--- config.mk ---
export PLATFORM = sky130hd
export DESIGN_NAME = motorStepTop
export DESIGN_NICKNAME = d
export VERILOG_FILES = /design/src/motorStepPkg.sv /design/src/stepGenerator.sv /design/src/stepFifo.sv /design/src/phaseDriver.sv /design/src/motorStepTop.sv
export VERILOG_INCLUDE_DIRS = /design/src
export SDC_FILE = /design/constraint.sdc
export NUM_CORES = 1
export LEC_CHECK = 0
export BUFFER_PORTS_ARGS = -buffer_cell sky130_fd_sc_hd__buf_4
export CAP_MARGIN = 5
export CELL_PAD_IN_SITES_DETAIL_PLACEMENT = 1
export CELL_PAD_IN_SITES_GLOBAL_PLACEMENT = 2
export CORE_MARGIN = 1
export CORE_UTILIZATION = 40
export DETAILED_ROUTE_END_ITERATION = 8
export PLACE_DENSITY_LB_ADDON = 0.1
export SYNTH_ARGS = -nofsm -noshare
export SYNTH_HDL_FRONTEND = slang
export SYNTH_SLANG_ARGS = --single-unit
--- constraint.sdc ---
create_clock -name clk -period 3 [get_ports clk]
set_input_delay 0.9 -clock clk [delete_from_list [all_inputs] [get_ports clk]]
set_output_delay 0.9 -clock clk [all_outputs]
set_load 0.05 [all_outputs]
--- src/motorStep_defs.svh ---
`ifndef MOTORSTEP_DEFS_SVH
`define MOTORSTEP_DEFS_SVH

// ~~~~~~~~~~~~~~~~~~~~~~~~~~~~~~
// Step period limits, in clk cycles
// ~~~~~~~~~~~~~~~~~~~~~~~~~~~~~~
`define STEP_PERIOD_INIT    25'd40
`define STEP_PERIOD_MIN     25'd12      // Must exceed DEAD_CYCLES + 2
`define STEP_PERIOD_MAX     25'd80
`define STEP_PERIOD_DELTA   25'd4       // Change per freqInc/freqDec strobe

// ~~~~~~~~~~~~~~~~~~~~~~~~~~~~~~
// Driver and buffer sizing
// ~~~~~~~~~~~~~~~~~~~~~~~~~~~~~~
`define DEAD_CYCLES         4           // All-off gap between patterns
`define STEP_FIFO_DEPTH     4
`define ROUND_COUNT_WIDTH   16

`endif

--- src/motorStepPkg.sv ---
`include "motorStep_defs.svh"

package motorStepPkg;

    typedef logic [3:0]                      stepIndex_t;   // 1 to 12 valid
    typedef logic [24:0]                     stepPeriod_t;
    typedef logic [`ROUND_COUNT_WIDTH-1:0]   roundCount_t;

    // One commutation step, all three phases
    typedef struct packed {
        stepIndex_t  stepA;
        stepIndex_t  stepB;
        stepIndex_t  stepC;
        roundCount_t round;
    } stepEvent_t;

    // Bit 0 is phase A
    typedef struct packed {
        logic [2:0] highSide;
        logic [2:0] lowSide;
    } gateDrive_t;

    typedef enum logic [1:0] {
        idle,
        deadTime,
        apply
    } driverState_t;

endpackage

--- src/stepGenerator.sv ---
`timescale 1ns/10ps
`include "motorStep_defs.svh"

module stepGenerator import motorStepPkg::*; (
    input  logic        clk,
    input  logic        reset,
    input  logic        start,
    input  logic        freqInc,
    input  logic        freqDec,
    output logic        stepStrobe,
    output stepEvent_t  stepEvent,
    output stepPeriod_t stepPeriod
);

    logic        startDly;
    logic        startRise;
    logic        countLast;
    stepPeriod_t countDown;
    stepIndex_t  stepA;
    stepIndex_t  stepB;
    stepIndex_t  stepC;
    roundCount_t roundCnt;

    assign startRise = start && !startDly;
    assign countLast = (countDown == stepPeriod_t'(1));

    always_ff @(posedge clk) begin
        if (reset) begin
            startDly <= 1'b0;
        end else begin
            startDly <= start;
        end
    end

    // ~~~~~~~~~~~~~~~~~~~~~~~~~~~~~~
    // Period register and countdown
    // ~~~~~~~~~~~~~~~~~~~~~~~~~~~~~~
    always_ff @(posedge clk) begin
        if (reset || startRise) begin
            stepPeriod <= `STEP_PERIOD_INIT;
        end else if (freqInc && !freqDec) begin
            if (stepPeriod < `STEP_PERIOD_MIN + `STEP_PERIOD_DELTA) begin
                stepPeriod <= `STEP_PERIOD_MIN;     // Clamp at fastest
            end else begin
                stepPeriod <= stepPeriod - `STEP_PERIOD_DELTA;
            end
        end else if (freqDec && !freqInc) begin
            if (stepPeriod > `STEP_PERIOD_MAX - `STEP_PERIOD_DELTA) begin
                stepPeriod <= `STEP_PERIOD_MAX;     // Clamp at slowest
            end else begin
                stepPeriod <= stepPeriod + `STEP_PERIOD_DELTA;
            end
        end
    end

    always_ff @(posedge clk) begin
        if (reset || !start) begin
            countDown <= '0;
        end else if (startRise) begin
            countDown <= `STEP_PERIOD_INIT;
        end else if (countLast) begin
            countDown <= stepPeriod;                // New period applies here
        end else begin
            countDown <= countDown - 1'b1;
        end
    end

    // ~~~~~~~~~~~~~~~~~~~~~~~~~~~~~~
    // 12-step sequencer
    // ~~~~~~~~~~~~~~~~~~~~~~~~~~~~~~
    always_ff @(posedge clk) begin
        if (reset || !start) begin
            stepStrobe <= 1'b0;
            stepA      <= '0;
            roundCnt   <= '0;
        end else begin
            stepStrobe <= startRise || countLast;
            if (startRise) begin
                stepA    <= 4'd1;
                roundCnt <= '0;
            end else if (countLast) begin
                if (stepA == 4'd12) begin
                    stepA    <= 4'd1;
                    roundCnt <= roundCnt + 1'b1;    // Round done
                end else begin
                    stepA <= stepA + 4'd1;
                end
            end
        end
    end

    // B leads A by 8 steps, C leads A by 4
    always_comb begin
        if (stepA == 4'd0 || stepA > 4'd12) begin
            stepB = 4'hF;
            stepC = 4'hF;
        end else begin
            stepB = (stepA > 4'd4) ? stepA - 4'd4 : stepA + 4'd8;
            stepC = (stepA > 4'd8) ? stepA - 4'd8 : stepA + 4'd4;
        end
    end

    assign stepEvent = '{stepA: stepA, stepB: stepB, stepC: stepC, round: roundCnt};

endmodule

--- src/stepFifo.sv ---
`timescale 1ns/10ps
`include "motorStep_defs.svh"

module stepFifo import motorStepPkg::*; (
    input  logic       clk,
    input  logic       reset,
    input  logic       run,
    input  logic       push,
    input  stepEvent_t pushEvent,
    input  logic       pop,
    output stepEvent_t popEvent,
    output logic       notEmpty,
    output logic       overflow
);

    localparam int depth    = `STEP_FIFO_DEPTH;
    localparam int ptrWidth = $clog2(depth);
    localparam int cntWidth = $clog2(depth + 1);

    stepEvent_t          mem [depth];
    logic [ptrWidth-1:0] wrPtr;
    logic [ptrWidth-1:0] rdPtr;
    logic [cntWidth-1:0] fillCount;
    logic                full;
    logic                doPush;
    logic                doPop;

    function automatic logic [ptrWidth-1:0] nextPtr(input logic [ptrWidth-1:0] ptr);
        return (ptr == ptrWidth'(depth - 1)) ? '0 : ptr + 1'b1;
    endfunction

    assign full     = (fillCount == cntWidth'(depth));
    assign notEmpty = (fillCount != '0);
    assign doPush   = run && push && !full;     // Full drops the event
    assign doPop    = run && pop && notEmpty;
    assign popEvent = mem[rdPtr];

    always_ff @(posedge clk) begin
        if (doPush) begin
            mem[wrPtr] <= pushEvent;
        end
    end

    // ~~~~~~~~~~~~~~~~~~~~~~~~~~~~~~
    // Pointers, fill level, overflow
    // ~~~~~~~~~~~~~~~~~~~~~~~~~~~~~~
    always_ff @(posedge clk) begin
        if (reset || !run) begin
            wrPtr     <= '0;
            rdPtr     <= '0;
            fillCount <= '0;
            overflow  <= 1'b0;
        end else begin
            if (doPush) begin
                wrPtr <= nextPtr(wrPtr);
            end
            if (doPop) begin
                rdPtr <= nextPtr(rdPtr);
            end
            case ({doPush, doPop})
                2'b10:   fillCount <= fillCount + 1'b1;
                2'b01:   fillCount <= fillCount - 1'b1;
                default: fillCount <= fillCount;
            endcase
            if (push && full) begin
                overflow <= 1'b1;               // Sticky until run drops
            end
        end
    end

endmodule

--- src/phaseDriver.sv ---
`timescale 1ns/10ps
`include "motorStep_defs.svh"

module phaseDriver import motorStepPkg::*; (
    input  logic        clk,
    input  logic        reset,
    input  logic        run,
    input  logic        notEmpty,
    input  stepEvent_t  popEvent,
    output logic        pop,
    output gateDrive_t  gates,
    output roundCount_t appliedRound
);

    localparam int deadWidth = $clog2(`DEAD_CYCLES + 1);

    driverState_t         state;
    logic [deadWidth-1:0] deadCount;
    stepEvent_t           latched;
    logic [1:0]           driveA;
    logic [1:0]           driveB;
    logic [1:0]           driveC;

    // Returns {high, low} for one phase
    function automatic logic [1:0] phaseDrive(input stepIndex_t idx);
        logic [1:0] drive;
        drive = 2'b00;                          // Float
        if (idx >= 4'd1 && idx <= 4'd4) begin
            drive = 2'b10;
        end else if (idx >= 4'd7 && idx <= 4'd10) begin
            drive = 2'b01;
        end
        return drive;
    endfunction

    // Accept a new step outside the dead time
    assign pop = run && notEmpty && (state != deadTime);

    // ~~~~~~~~~~~~~~~~~~~~~~~~~~~~~~
    // Dead-time FSM
    // ~~~~~~~~~~~~~~~~~~~~~~~~~~~~~~
    always_ff @(posedge clk) begin
        if (reset || !run) begin
            state     <= idle;
            deadCount <= '0;
        end else begin
            case (state)
                idle, apply: begin
                    if (pop) begin
                        state     <= deadTime;
                        deadCount <= deadWidth'(`DEAD_CYCLES - 1);
                    end
                end
                deadTime: begin
                    if (deadCount == '0) begin
                        state <= apply;
                    end else begin
                        deadCount <= deadCount - 1'b1;
                    end
                end
                default: state <= idle;
            endcase
        end
    end

    always_ff @(posedge clk) begin
        if (reset) begin
            latched <= '0;
        end else if (pop) begin
            latched <= popEvent;
        end
    end

    assign driveA = phaseDrive(latched.stepA);
    assign driveB = phaseDrive(latched.stepB);
    assign driveC = phaseDrive(latched.stepC);

    always_comb begin
        gates = '0;                             // All off unless applying
        if (state == apply) begin
            gates.highSide = {driveC[1], driveB[1], driveA[1]};
            gates.lowSide  = {driveC[0], driveB[0], driveA[0]};
        end
    end

    assign appliedRound = latched.round;

endmodule

--- src/motorStepTop.sv ---
`timescale 1ns/10ps

module motorStepTop import motorStepPkg::*; (
    input  logic        clk,
    input  logic        reset,
    input  logic        start,
    input  logic        freqInc,
    input  logic        freqDec,
    output gateDrive_t  gates,
    output stepPeriod_t stepPeriod,
    output roundCount_t roundCount,
    output logic        overflow
);

    logic       stepStrobe;
    stepEvent_t stepEvent;
    stepEvent_t headEvent;
    logic       notEmpty;
    logic       pop;

    stepGenerator stepGenerator_inst (
        .clk        (clk),
        .reset      (reset),
        .start      (start),
        .freqInc    (freqInc),
        .freqDec    (freqDec),
        .stepStrobe (stepStrobe),
        .stepEvent  (stepEvent),
        .stepPeriod (stepPeriod)
    );

    stepFifo stepFifo_inst (
        .clk       (clk),
        .reset     (reset),
        .run       (start),                     // Stop flushes pending steps
        .push      (stepStrobe),
        .pushEvent (stepEvent),
        .pop       (pop),
        .popEvent  (headEvent),
        .notEmpty  (notEmpty),
        .overflow  (overflow)
    );

    phaseDriver phaseDriver_inst (
        .clk          (clk),
        .reset        (reset),
        .run          (start),
        .notEmpty     (notEmpty),
        .popEvent     (headEvent),
        .pop          (pop),
        .gates        (gates),
        .appliedRound (roundCount)
    );

endmodule

# [After elaboration in Yosys (flattened, before gate mapping)]
# Memories as Yosys holds them, arrays and structs flattened. A register that Yosys moved wholly into a read port is not among the register bits.
# Index checks and enable logic that the tools add are counted.
[word_totals] output_inout_bits=48 n_memories=1 ff_bits=85 word_cells=128 ram_bits=112
[op_classes] order_cmp=17 reduce_logical=38 n_mux=31 n_eq_ne=13 add_sub_neg=14
[memory_table] memory="stepFifo_inst.mem" depth=4 width=28 rd=1 rd_ports_with_merged_regs=1 write_ports=1 line="stepFifo.sv:20" rtl="stepEvent_t mem [depth];"
[op_table] operator="$mux 25" n=5
[op_table] operator="$add 25x3->25 const B" n=1
[op_table] operator="$eq 25x1->1 const B" n=1
[op_table] operator="$gt 25x7->1 const B" n=1
[op_table] operator="$lt 25x5->1 const B" n=1
[op_table] operator="$sub 25x1->25 const B" n=1
[op_table] operator="$sub 25x3->25 const B" n=1
[op_table] operator="$mux 4" n=5
[op_table] operator="$add 16x1->16 const B" n=1
[op_table] operator="$logic_and 1x1->1" n=16
[op_table] operator="$mux 2" n=7
[op_table] operator="$ge 4x1->1 const B" n=3
[op_table] operator="$ge 4x3->1 const B" n=3
[op_table] operator="$le 4x3->1 const B" n=3
[op_table] operator="$le 4x4->1 const B" n=3
[op_table] operator="$mux 6" n=2
[op_table] operator="$pmux 3 s2" n=2
[op_table] operator="$eq 2x2->1 const B" n=4
[op_table] operator="$gt 4x4->1 const B" n=2
[op_table] operator="$reduce_bool 2->1" n=4
[op_table] operator="$mux 1" n=7
[op_table] operator="$mux 3" n=2
[op_table] operator="$sub 3x1->3 const B" n=2
[op_table] operator="$logic_not 1->1" n=5
[op_table] operator="other kinds (22)" n=31

# [Depth between registers and ports, before layout]
# Gate-level depths: netlist of the first run.
[depth] ltp_word=7 mapped_depth=10 ltp_nobuf=9

# [Hierarchy]
# A second synthesis of the first run with hierarchy kept.
[unflattened] hier_cells=913 hier_area_um2=10223.6
[by_module_without_submodules] module="stepFifo" seq_area_each_um2=3563.4 instances=1 cells_each=203 area_each_um2=4563.1
[by_module_without_submodules] module="stepGenerator" seq_area_each_um2=1401.3 instances=1 cells_each=515 area_each_um2=4075.2
[by_module_without_submodules] module="phaseDriver" seq_area_each_um2=660.6 instances=1 cells_each=195 area_each_um2=1585.3

# [Worst setup path before layout of the first run]
# Ideal clock, no wire load.
[synth_path] path_type="input to register" start="input port start" end="register stepFifo_inst.fillCount[2]" path_stages=10 n_path_buf=1 setup_time_ps=71 t_arrival_ps=2763 path_slack_ps=166 path_cell_list="o31ai_1 -> nand2b_1 -> inv_2 -> buf_1 -> ha_1 -> inv_1 -> fa_1 -> xor2_1 -> or3_1 -> a21oi_1"
[synth_between] elab_chain_cells=6
[synth_rtl] element="from (decl)" line="motorStepTop.sv:6" rtl="input logic start,"
[synth_rtl] element="$logic_and 1x1->1 (2 in series)" line="phaseDriver.sv:37" rtl="assign pop = run && notEmpty && (state != deadTime);"
[synth_rtl] element="$logic_and 1x1->1 * (2 in series)" line="stepFifo.sv:35" rtl="assign doPop = run && pop && notEmpty;"
[synth_rtl] element="named net stepFifo_inst.doPop" line="stepFifo.sv:26" rtl="logic doPop;"
[synth_rtl] element="$eq 2x1->1 or $eq 2x2->1 (tied branches)" line="stepFifo.sv:60" rtl="case ({doPush, doPop})"
[synth_rtl] element="$pmux 3 s2 or $reduce_bool 2->1 (tied branches)"
[synth_rtl] element="to (signal assigned)" line="stepFifo.sv:61" rtl="2'b10: fillCount <= fillCount + 1'b1;"
[synth_rtl] element="to (signal assigned)" line="stepFifo.sv:62" rtl="2'b01: fillCount <= fillCount - 1'b1;"
[synth_rtl] element="to (signal assigned)" line="stepFifo.sv:63" rtl="default: fillCount <= fillCount;"
[synth_rtl] element="to (decl)" line="stepFifo.sv:23" rtl="logic [cntWidth-1:0] fillCount;"
# The timed path passes the listed nets; every way through them passes the cells marked *.
# A chain may end at the register's enable or synchronous reset.

# [Worst setup path in the final report of the first run]
[layout_path] start="register stepGenerator_inst.countDown[0]" end="register stepGenerator_inst.roundCnt[14]"
[layout_between] elab_chain_cells=2
[layout_rtl] element="from (decl)" line="stepGenerator.sv:18" rtl="stepPeriod_t countDown;"
[layout_rtl] element="from (signal assigned)" line="stepGenerator.sv:60" rtl="countDown <= `STEP_PERIOD_INIT;"
[layout_rtl] element="from (signal assigned)" line="stepGenerator.sv:62" rtl="countDown <= stepPeriod;"
[layout_rtl] element="from (signal assigned)" line="stepGenerator.sv:64" rtl="countDown <= countDown - 1'b1;"
[layout_rtl] element="$eq 25x1->1" line="stepGenerator.sv:25" rtl="assign countLast = (countDown == stepPeriod_t'(1));"
[layout_rtl] element="$reduce_and 2->1 (no source line)"
[layout_rtl] element="to (signal assigned)" line="stepGenerator.sv:84" rtl="roundCnt <= roundCnt + 1'b1;"
[layout_rtl] element="to (decl)" line="stepGenerator.sv:22" rtl="roundCount_t roundCnt;"
# Every way passes these cells.

==> impl_metrics.env, run 1 <==
export IMPL_port_buffers=50
export IMPL_switching_share=0.218
export IMPL_slew_violations=0
export IMPL_synth_enable_flop_cells=104
export IMPL_path_max_fanout=30
export IMPL_end_kind="flip-flop"
export IMPL_grt_overflow_total=0
export IMPL_grt_setup_unrepaired="no"
export IMPL_p_switching_mw=1.42
export IMPL_num_rows=55
export IMPL_gp_congestion=0.795
export IMPL_clkLatencyLatePin_ns=0.51
export IMPL_p_per_area_mw_per_mm2=593
export IMPL_ys_ff_latch=213
export IMPL_critical_path_required_ns=3.43
export IMPL_drtPass1Iterations=4
export IMPL_syn_avg_cell_area_sq_um=10.9
export IMPL_startpoint="stepGenerator_inst.countDown[0]"
export IMPL_postSynth_asyncResetShare=0
export IMPL_ys_warn_count=0
export IMPL_grt_util_all_layers=0.203
export IMPL_peakVddDrop_mv=0.417
export IMPL_synthFlopType="dfxtp_1"
export IMPL_final_setup_tns_ns=0
export IMPL_cts_setup_buffers=0
export IMPL_worst_path_buf_inv=0
export IMPL_path_class="flip-flop to flip-flop"
export IMPL_drc=0
export IMPL_post_drt_wl_per_cell_microns=19.3
export IMPL_r2r_start="stepGenerator_inst.countDown[0]"
export IMPL_core_area_sq_mm=0.0229
export IMPL_synthCells=867
export IMPL_die_h_microns=156
export IMPL_die_area_sq_mm=0.0243
export IMPL_start_kind="flip-flop"
export IMPL_ant_nets=0
export IMPL_cts_hold_buffers=0
export IMPL_hold_ws_ns=0.460
export IMPL_initial_core_util=0.414
export IMPL_hold_path_class="flip-flop to flip-flop"
export IMPL_dr_total_vias=6858
export IMPL_critPathArrivalTime_ns=3.29
export IMPL_path_clk_slew_ns=0.06
export IMPL_maxSlewHeadroom=0.526
export IMPL_pre_cts_ws_ns=0.172
export IMPL_cp_slowest_cell="or4_4"
export IMPL_h_tree_depth=1
export IMPL_setup_viol=0
export IMPL_cts_sinks=213
export IMPL_tightest_slew_ns=0.701
export IMPL_path_cells="ha_1 -> or4b_1 -> or3_4 -> or4_4 -> or4_1 -> a21oi_1"
export IMPL_yosysUniqueCellTypes=62
export IMPL_fmax_ghz=0.349
export IMPL_wl_microns=23900
export IMPL_hold_viol_final=0
export IMPL_grt_pass1_vias=7196
export IMPL_clkPwrFrac=0.463
export IMPL_cap_violations=0
export IMPL_num_antenna_cells=0
export IMPL_drive_gt1_frac=0.159
export IMPL_die_x_microns=156
export IMPL_leakage_nw=3.82
export IMPL_hp_start="phaseDriver_inst.appliedRound[3]"
export IMPL_stdcell_count=1238
export IMPL_dpl_hpwl_microns=16300
export IMPL_finalCriticalPeriod_ns=2.87
export IMPL_p_seq_frac=0.474
export IMPL_fin_crit_sh=0.955
export IMPL_antenna_found_initial=0
export IMPL_cts_resized=0
export IMPL_io_pins=53
export IMPL_cp_top_family="simple AND/OR/NAND/NOR gates"
export IMPL_avgViaCountPerCell=5.54
export IMPL_synth_top_area_cell="edfxtp_1"
export IMPL_syn_area_sq_mm=0.00948
export IMPL_cp_slowest_stage_delay_ns=0.65
export IMPL_tritoncts="done"
export IMPL_skew_ns=0.00839
export IMPL_synth_top_cell_area_share=0.329
export IMPL_clk_path_buf_depth=3
export IMPL_grt_max_degree=32
export IMPL_fin_nets=933
export IMPL_power_frac_comb=0.062
export IMPL_intPower_mw=5.09
export IMPL_status="complete, no violations"
export IMPL_numCtsBuffers=24
export IMPL_root_buffer="clkbuf_16"
export IMPL_yosysSeqAreaShare=0.559
export IMPL_p_total_mw=6.51
export IMPL_drt_iter0_drc=275
export IMPL_grt_pass1_wl_microns=38800
export IMPL_areaGrowthSynthToFinish_pct=15.8
export IMPL_setup_ws_ns=0.134
export IMPL_place_inst=1194
export IMPL_synth_top_cells_by_area="edfxtp_1 (33%), dfxtp_1 (23%), mux4_2 (6.2%)"
export IMPL_n_fill_cell=2469
==> layout make-up <==
cell class / count / area [sq um] / area share
inverters: 31 / 116 / 0.0106
well taps: 313 / 392 / 0.0357
flip-flops and latches: 213 / 5310 / 0.483
multi-input cells: 562 / 3760 / 0.342
repair buffers: 75 / 588 / 0.0536
clock buffers: 37 / 711 / 0.0647
clock inverters: 7 / 110 / 0.0100
==> worst register-to-register path: cells and delay by family (launching register included) <==
kind                     cells  cell delay, ns
adder cells (fa/ha/maj)      1            0.17
flip-flops                   1            0.41
AND/OR/NAND/NOR              4            2.02
AO/OA/AOI/OAI                1            0.19
==> worst paths after layout <==
check,end,slack (ns),depth (start not counted)
max,stepGenerator_inst.roundCnt[14],0.13,6
min,phaseDriver_inst.appliedRound[3],0.46,2
max reg2reg,stepGenerator_inst.roundCnt[14],0.13,6
min reg2reg,phaseDriver_inst.appliedRound[3],0.46,2
==> synth_stat cells, drive strengths merged, types with 4 or more instances <==
| cell | n |
|---|---|
| or2 | 5 |
| mux2i | 6 |
| nor2b | 4 |
| a211oi | 11 |
| o21ai | 40 |
| nor3 | 30 |
| nand4 | 10 |
| a21oi | 90 |
| nand3 | 13 |
| nor2 | 52 |
| o31ai | 9 |
| or4 | 14 |
| and3 | 7 |
| edfxtp | 104 |
| a31oi | 5 |
| dfxtp | 109 |
| mux4 | 26 |
| nand2 | 89 |
| ha | 20 |
| buf | 27 |
| nand2b | 12 |
| nor4 | 10 |
| nand3b | 6 |
| or3 | 20 |
| xor2 | 11 |
| and2 | 9 |
| xnor2 | 20 |
| inv | 31 |
| clkbuf | 35 |
==> cell families (layout without fill, tap and decap cells) <==
kind of cell	after synthesis	in the layout	synth area share
compound gates	182	182	0.112
xor+xnor	31	31	0.0286
fa+ha+maj	21	21	0.0285
buf+inv	93	150	0.0449
flops	213	213	0.559
mux	32	32	0.0681
other cells	1	2	0.000395
simple gates	294	294	0.158
==> sequential cells by signal, indices dropped and copies added (netlist names), 2 cells and up <==
signal / cells
phaseDriver_inst.appliedRound: 16
phaseDriver_inst.deadCount: 3
phaseDriver_inst.latched: 10
phaseDriver_inst.state: 2
stepFifo_inst.fillCount: 3
stepFifo_inst.mem: 104
stepFifo_inst.rdPtr: 2
stepFifo_inst.wrPtr: 2
stepGenerator_inst.countDown: 25
stepGenerator_inst.roundCnt: 16
stepGenerator_inst.stepA: 4
stepGenerator_inst.stepPeriod: 23
==> through the flow <==
step	util	instance area [sq um]
final	0.479	11000
after global routing	0.479	11000
after CTS	0.479	11000
after detailed placement	0.443	10200
after global placement	0.443	10200
after floorplan	-	9490
==> power by group through the flow <==
stage / Sequential (mW) / Clock, mW / Combinational, mW
5_1_grt: 3.09 / 3.20 / 0.450
3_3_place_gp: 3.15 / 0 / 0.394
4_1_cts: 3.09 / 3.09 / 0.410
3_5_place_dp: 3.15 / 0 / 0.407
6_report: 3.09 / 3.01 / 0.406
2_1_floorplan: 3.16 / 0 / 0.280
==> cells in the final DEF (no fill, tap or decap), types with 7 or more instances in the layout <==
master,Yosys,routed
dfxtp_1,109,108
edfxtp_1,104,104
a21oi_1,90,90
nand2_1,89,89
buf_4,18,73
nor2_1,52,52
o21ai_0,40,40
inv_1,30,30
nor3_1,30,30
mux4_2,26,26
clkbuf_16,0,25
xnor2_1,20,20
ha_1,20,20
or3_1,19,19
nand3_1,13,13
or4_1,13,13
nand2b_1,12,12
xor2_1,11,11
a211oi_1,11,11
nor4_1,10,10
nand4_1,10,10
o31ai_1,9,9
and2_1,9,9
clkbuf_1,35,8
and3_1,7,7
==> metal layers <==
metal,track usage,vias to the layer above,wire length (microns)
li1,-,3254,-
met1,0.270,3459,11000
met2,0.349,103,11700
met3,0.0247,42,698
met4,0.0532,0,512
met5,0,-,0
Note: power is estimated with default switching activity, not from simulation.
==> run 2: changes to the inputs <==
- BUFFER_PORTS_ARGS: -buffer_cell sky130_fd_sc_hd__buf_4 -> -buffer_cell sky130_fd_sc_hd__clkbuf_2
==> run 2 against run 1 <==
Compared with the run above:
- combinational power is 1% lower
- clock power up 5%
- sequential power about the same
- die area unchanged
- via count is 0.15% lower
- clock skew rose by 0.0014 ns
- hold slack worse by 0.0077 ns
- non-clock buffer count is 4 higher
- cell count grew 0.32%
- routed wire length grew 1.2%
- worst setup slack improved by 0.045 ns
- design area down 0.61%
- critical path type unchanged
- critical endpoint is now stepGenerator_inst.roundCnt[3]
- largest power group is now clock
- highest routed layer unchanged
==> impl_metrics.env, run 2 (synthesized netlist as in run 1, its figures left out) <==
export IMPL_switching_share=0.227
export IMPL_endpoint="stepGenerator_inst.roundCnt[3]"
export IMPL_p_seq_frac=0.464
export IMPL_grt_overflow_total=0
export IMPL_cp_slowest_cell="or4_4"
export IMPL_leakage_nw=3.81
export IMPL_intPower_mw=5.15
export IMPL_power_frac_comb=0.060
export IMPL_wl_microns=24200
export IMPL_die_x_microns=156
export IMPL_final_area_sq_mm=0.0109
export IMPL_regMostFlops="stepFifo_inst.mem"
export IMPL_ant_nets=0
export IMPL_clkLatencyLatePin_ns=0.53
export IMPL_cap_violations=0
export IMPL_h_tree_depth=1
export IMPL_drt_iter0_drc=375
export IMPL_critPathArrivalTime_ns=3.28
export IMPL_clk_path_buf_depth=3
export IMPL_slew_violations=0
export IMPL_p_switching_mw=1.51
export IMPL_reg2regPathDepth=8
export IMPL_num_rows=55
export IMPL_clkPwrFrac=0.476
export IMPL_path_max_fanout=11
export IMPL_worst_path_buf_inv=2
export IMPL_path_cells="inv_1 -> ha_1 -> or4b_1 -> or3_4 -> or4_4 -> buf_4 -> or3_1 -> a21oi_1"
export IMPL_post_drt_wl_per_cell_microns=19.5
export IMPL_hp_start="phaseDriver_inst.appliedRound[2]"
export IMPL_hold_viol_final=0
export IMPL_peakVddDrop_mv=0.298
export IMPL_skew_ns=0.00975
export IMPL_drc=0
export IMPL_start_kind="flip-flop"
export IMPL_startpoint="stepGenerator_inst.countDown[1]"
export IMPL_num_antenna_cells=0
export IMPL_grt_max_degree=32
export IMPL_fin_nets=938
export IMPL_top_regs="stepFifo_inst.mem (104), stepGenerator_inst.countDown (25), stepGenerator_inst.stepPeriod (23)"
export IMPL_areaGrowthSynthToFinish_pct=15.1
export IMPL_gp_congestion=0.775
export IMPL_final_setup_tns_ns=0
export IMPL_largest_register_ffs=104
export IMPL_grt_setup_unrepaired="no"
export IMPL_io_pins=53
export IMPL_layout_commonest_cell="dfxtp_1"
export IMPL_fin_crit_sh=0.940
export IMPL_r2r_setup_slack_ns=0.18
export IMPL_initial_core_util=0.414
export IMPL_cp_top_family="simple AND/OR/NAND/NOR gates"
export IMPL_critical_path_required_ns=3.46
export IMPL_path_depth=8
export IMPL_cts_sinks=213
export IMPL_drive_gt1_frac=0.169
export IMPL_numCtsBuffers=24
export IMPL_tightest_slew_ns=0.734
export IMPL_maxSlewHeadroom=0.504
export IMPL_path_class="flip-flop to flip-flop"
export IMPL_dpl_hpwl_microns=16000
export IMPL_status="complete, no violations"
export IMPL_final_cell_mix="dfxtp_1 (107), edfxtp_1 (104), a21oi_1 (90), nand2_1 (89), nor2_1 (52)"
export IMPL_root_buffer="clkbuf_16"
export IMPL_place_area_sq_mm=0.0100
export IMPL_avgViaCountPerCell=5.51
export IMPL_drtPass1Iterations=4
export IMPL_p_per_area_mw_per_mm2=610
export IMPL_grt_pass1_wl_microns=38600
export IMPL_die_h_microns=156
export IMPL_hold_path_class="flip-flop to flip-flop"
export IMPL_core_area_sq_mm=0.0229
export IMPL_grt_util_all_layers=0.202
export IMPL_regToRegEndpoint="stepGenerator_inst.roundCnt[3]"
export IMPL_grt_pass1_vias=7067
export IMPL_port_buffers=50
export IMPL_end_kind="flip-flop"
export IMPL_n_fill_cell=2494
export IMPL_cp_slowest_stage_delay_ns=0.61
export IMPL_path_clk_slew_ns=0.06
export IMPL_dr_total_vias=6848
export IMPL_r2r_start="stepGenerator_inst.countDown[1]"
export IMPL_antenna_found_initial=0
export IMPL_finalCriticalPeriod_ns=2.82
export IMPL_setup_viol=0
export IMPL_fmax_ghz=0.354
export IMPL_die_area_sq_mm=0.0243
export IMPL_tritoncts="done"
[run 2: cell types whose count changed in the layout (fill, tap and decap cells not counted), sizes merged]
cell / previous run / this run
clkbuf: 37 / 84
buf: 75 / 29
bufinv: 3 / 4
clkinv: 3 / 4
or4: 14 / 15
[run 2: stage by stage]
stage	worst slack (ns)	hold slack (ns)	std cells	util	power, mW
after CTS	0.119	0.457	1239	0.475	6.73
after floorplan	0.166	0.437	868	-	3.44
final	0.179	0.452	1242	0.476	6.66
after global placement	0.295	0.440	1196	0.437	3.53
after global routing	0.0155	0.475	1242	0.476	6.89
after detailed placement	0.128	0.449	1196	0.437	3.55
[run 2: area by class of cell]
class,instances,area (sq um),share of cell area
clock buffers,34,688,0.0631
clock inverters,9,173,0.0158
inverters,31,116,0.0107
multi-input cells,563,3770,0.345
flip-flops and latches,213,5310,0.486
well taps,313,392,0.0359
repair buffers,79,468,0.0429
[run 2: tightest hold or removal path, delay by kind of cell (launching register included)]
| family | cells | cell delay, ns |
|---|---|---|
| flops | 1 | 0.31 |
| simple gates | 1 | 0.05 |
| compound gates | 1 | 0.05 |
[run 2: worst min-delay path by stage]
| stage | to | slack, ns | cells past startpoint |
|---|---|---|---|
| global placement | phaseDriver_inst.appliedRound[5] | 0.44 | 2 |
| finish | phaseDriver_inst.appliedRound[2] | 0.45 | 2 |
| global route | phaseDriver_inst.appliedRound[9] | 0.48 | 2 |
| detailed placement | phaseDriver_inst.appliedRound[2] | 0.45 | 2 |
| floorplan | phaseDriver_inst.appliedRound[0] | 0.44 | 2 |
| CTS | phaseDriver_inst.appliedRound[2] | 0.46 | 2 |
[run 2: power groups by stage]
stage          sequential (mW)  clock [mW]  combinational, mW
6_report                  3.09        3.17              0.401
5_1_grt                   3.09        3.35              0.443
4_1_cts                   3.09        3.24              0.401
3_5_place_dp              3.15           0              0.396
3_3_place_gp              3.15           0              0.384
2_1_floorplan             3.16           0              0.280
[run 2: layer usage]
metal	track usage	wire length (microns)	share of wire	vias to the layer above
li1	-	-	-	3256
met4	0.0458	369	0.015	0
met1	0.269	10800	0.45	3464
met3	0.0247	995	0.041	29
met2	0.351	12000	0.50	99
met5	0	0	0	-
[run 2: repair_timing]
| action | in CTS | in global routing |
|---|---|---|
| gates resized for setup | 0 | 2 |
| buffers inserted | 0 | 2 |
| hold buffers | 0 | 0 |
| setup endpoints to repair | 0 | 2 |
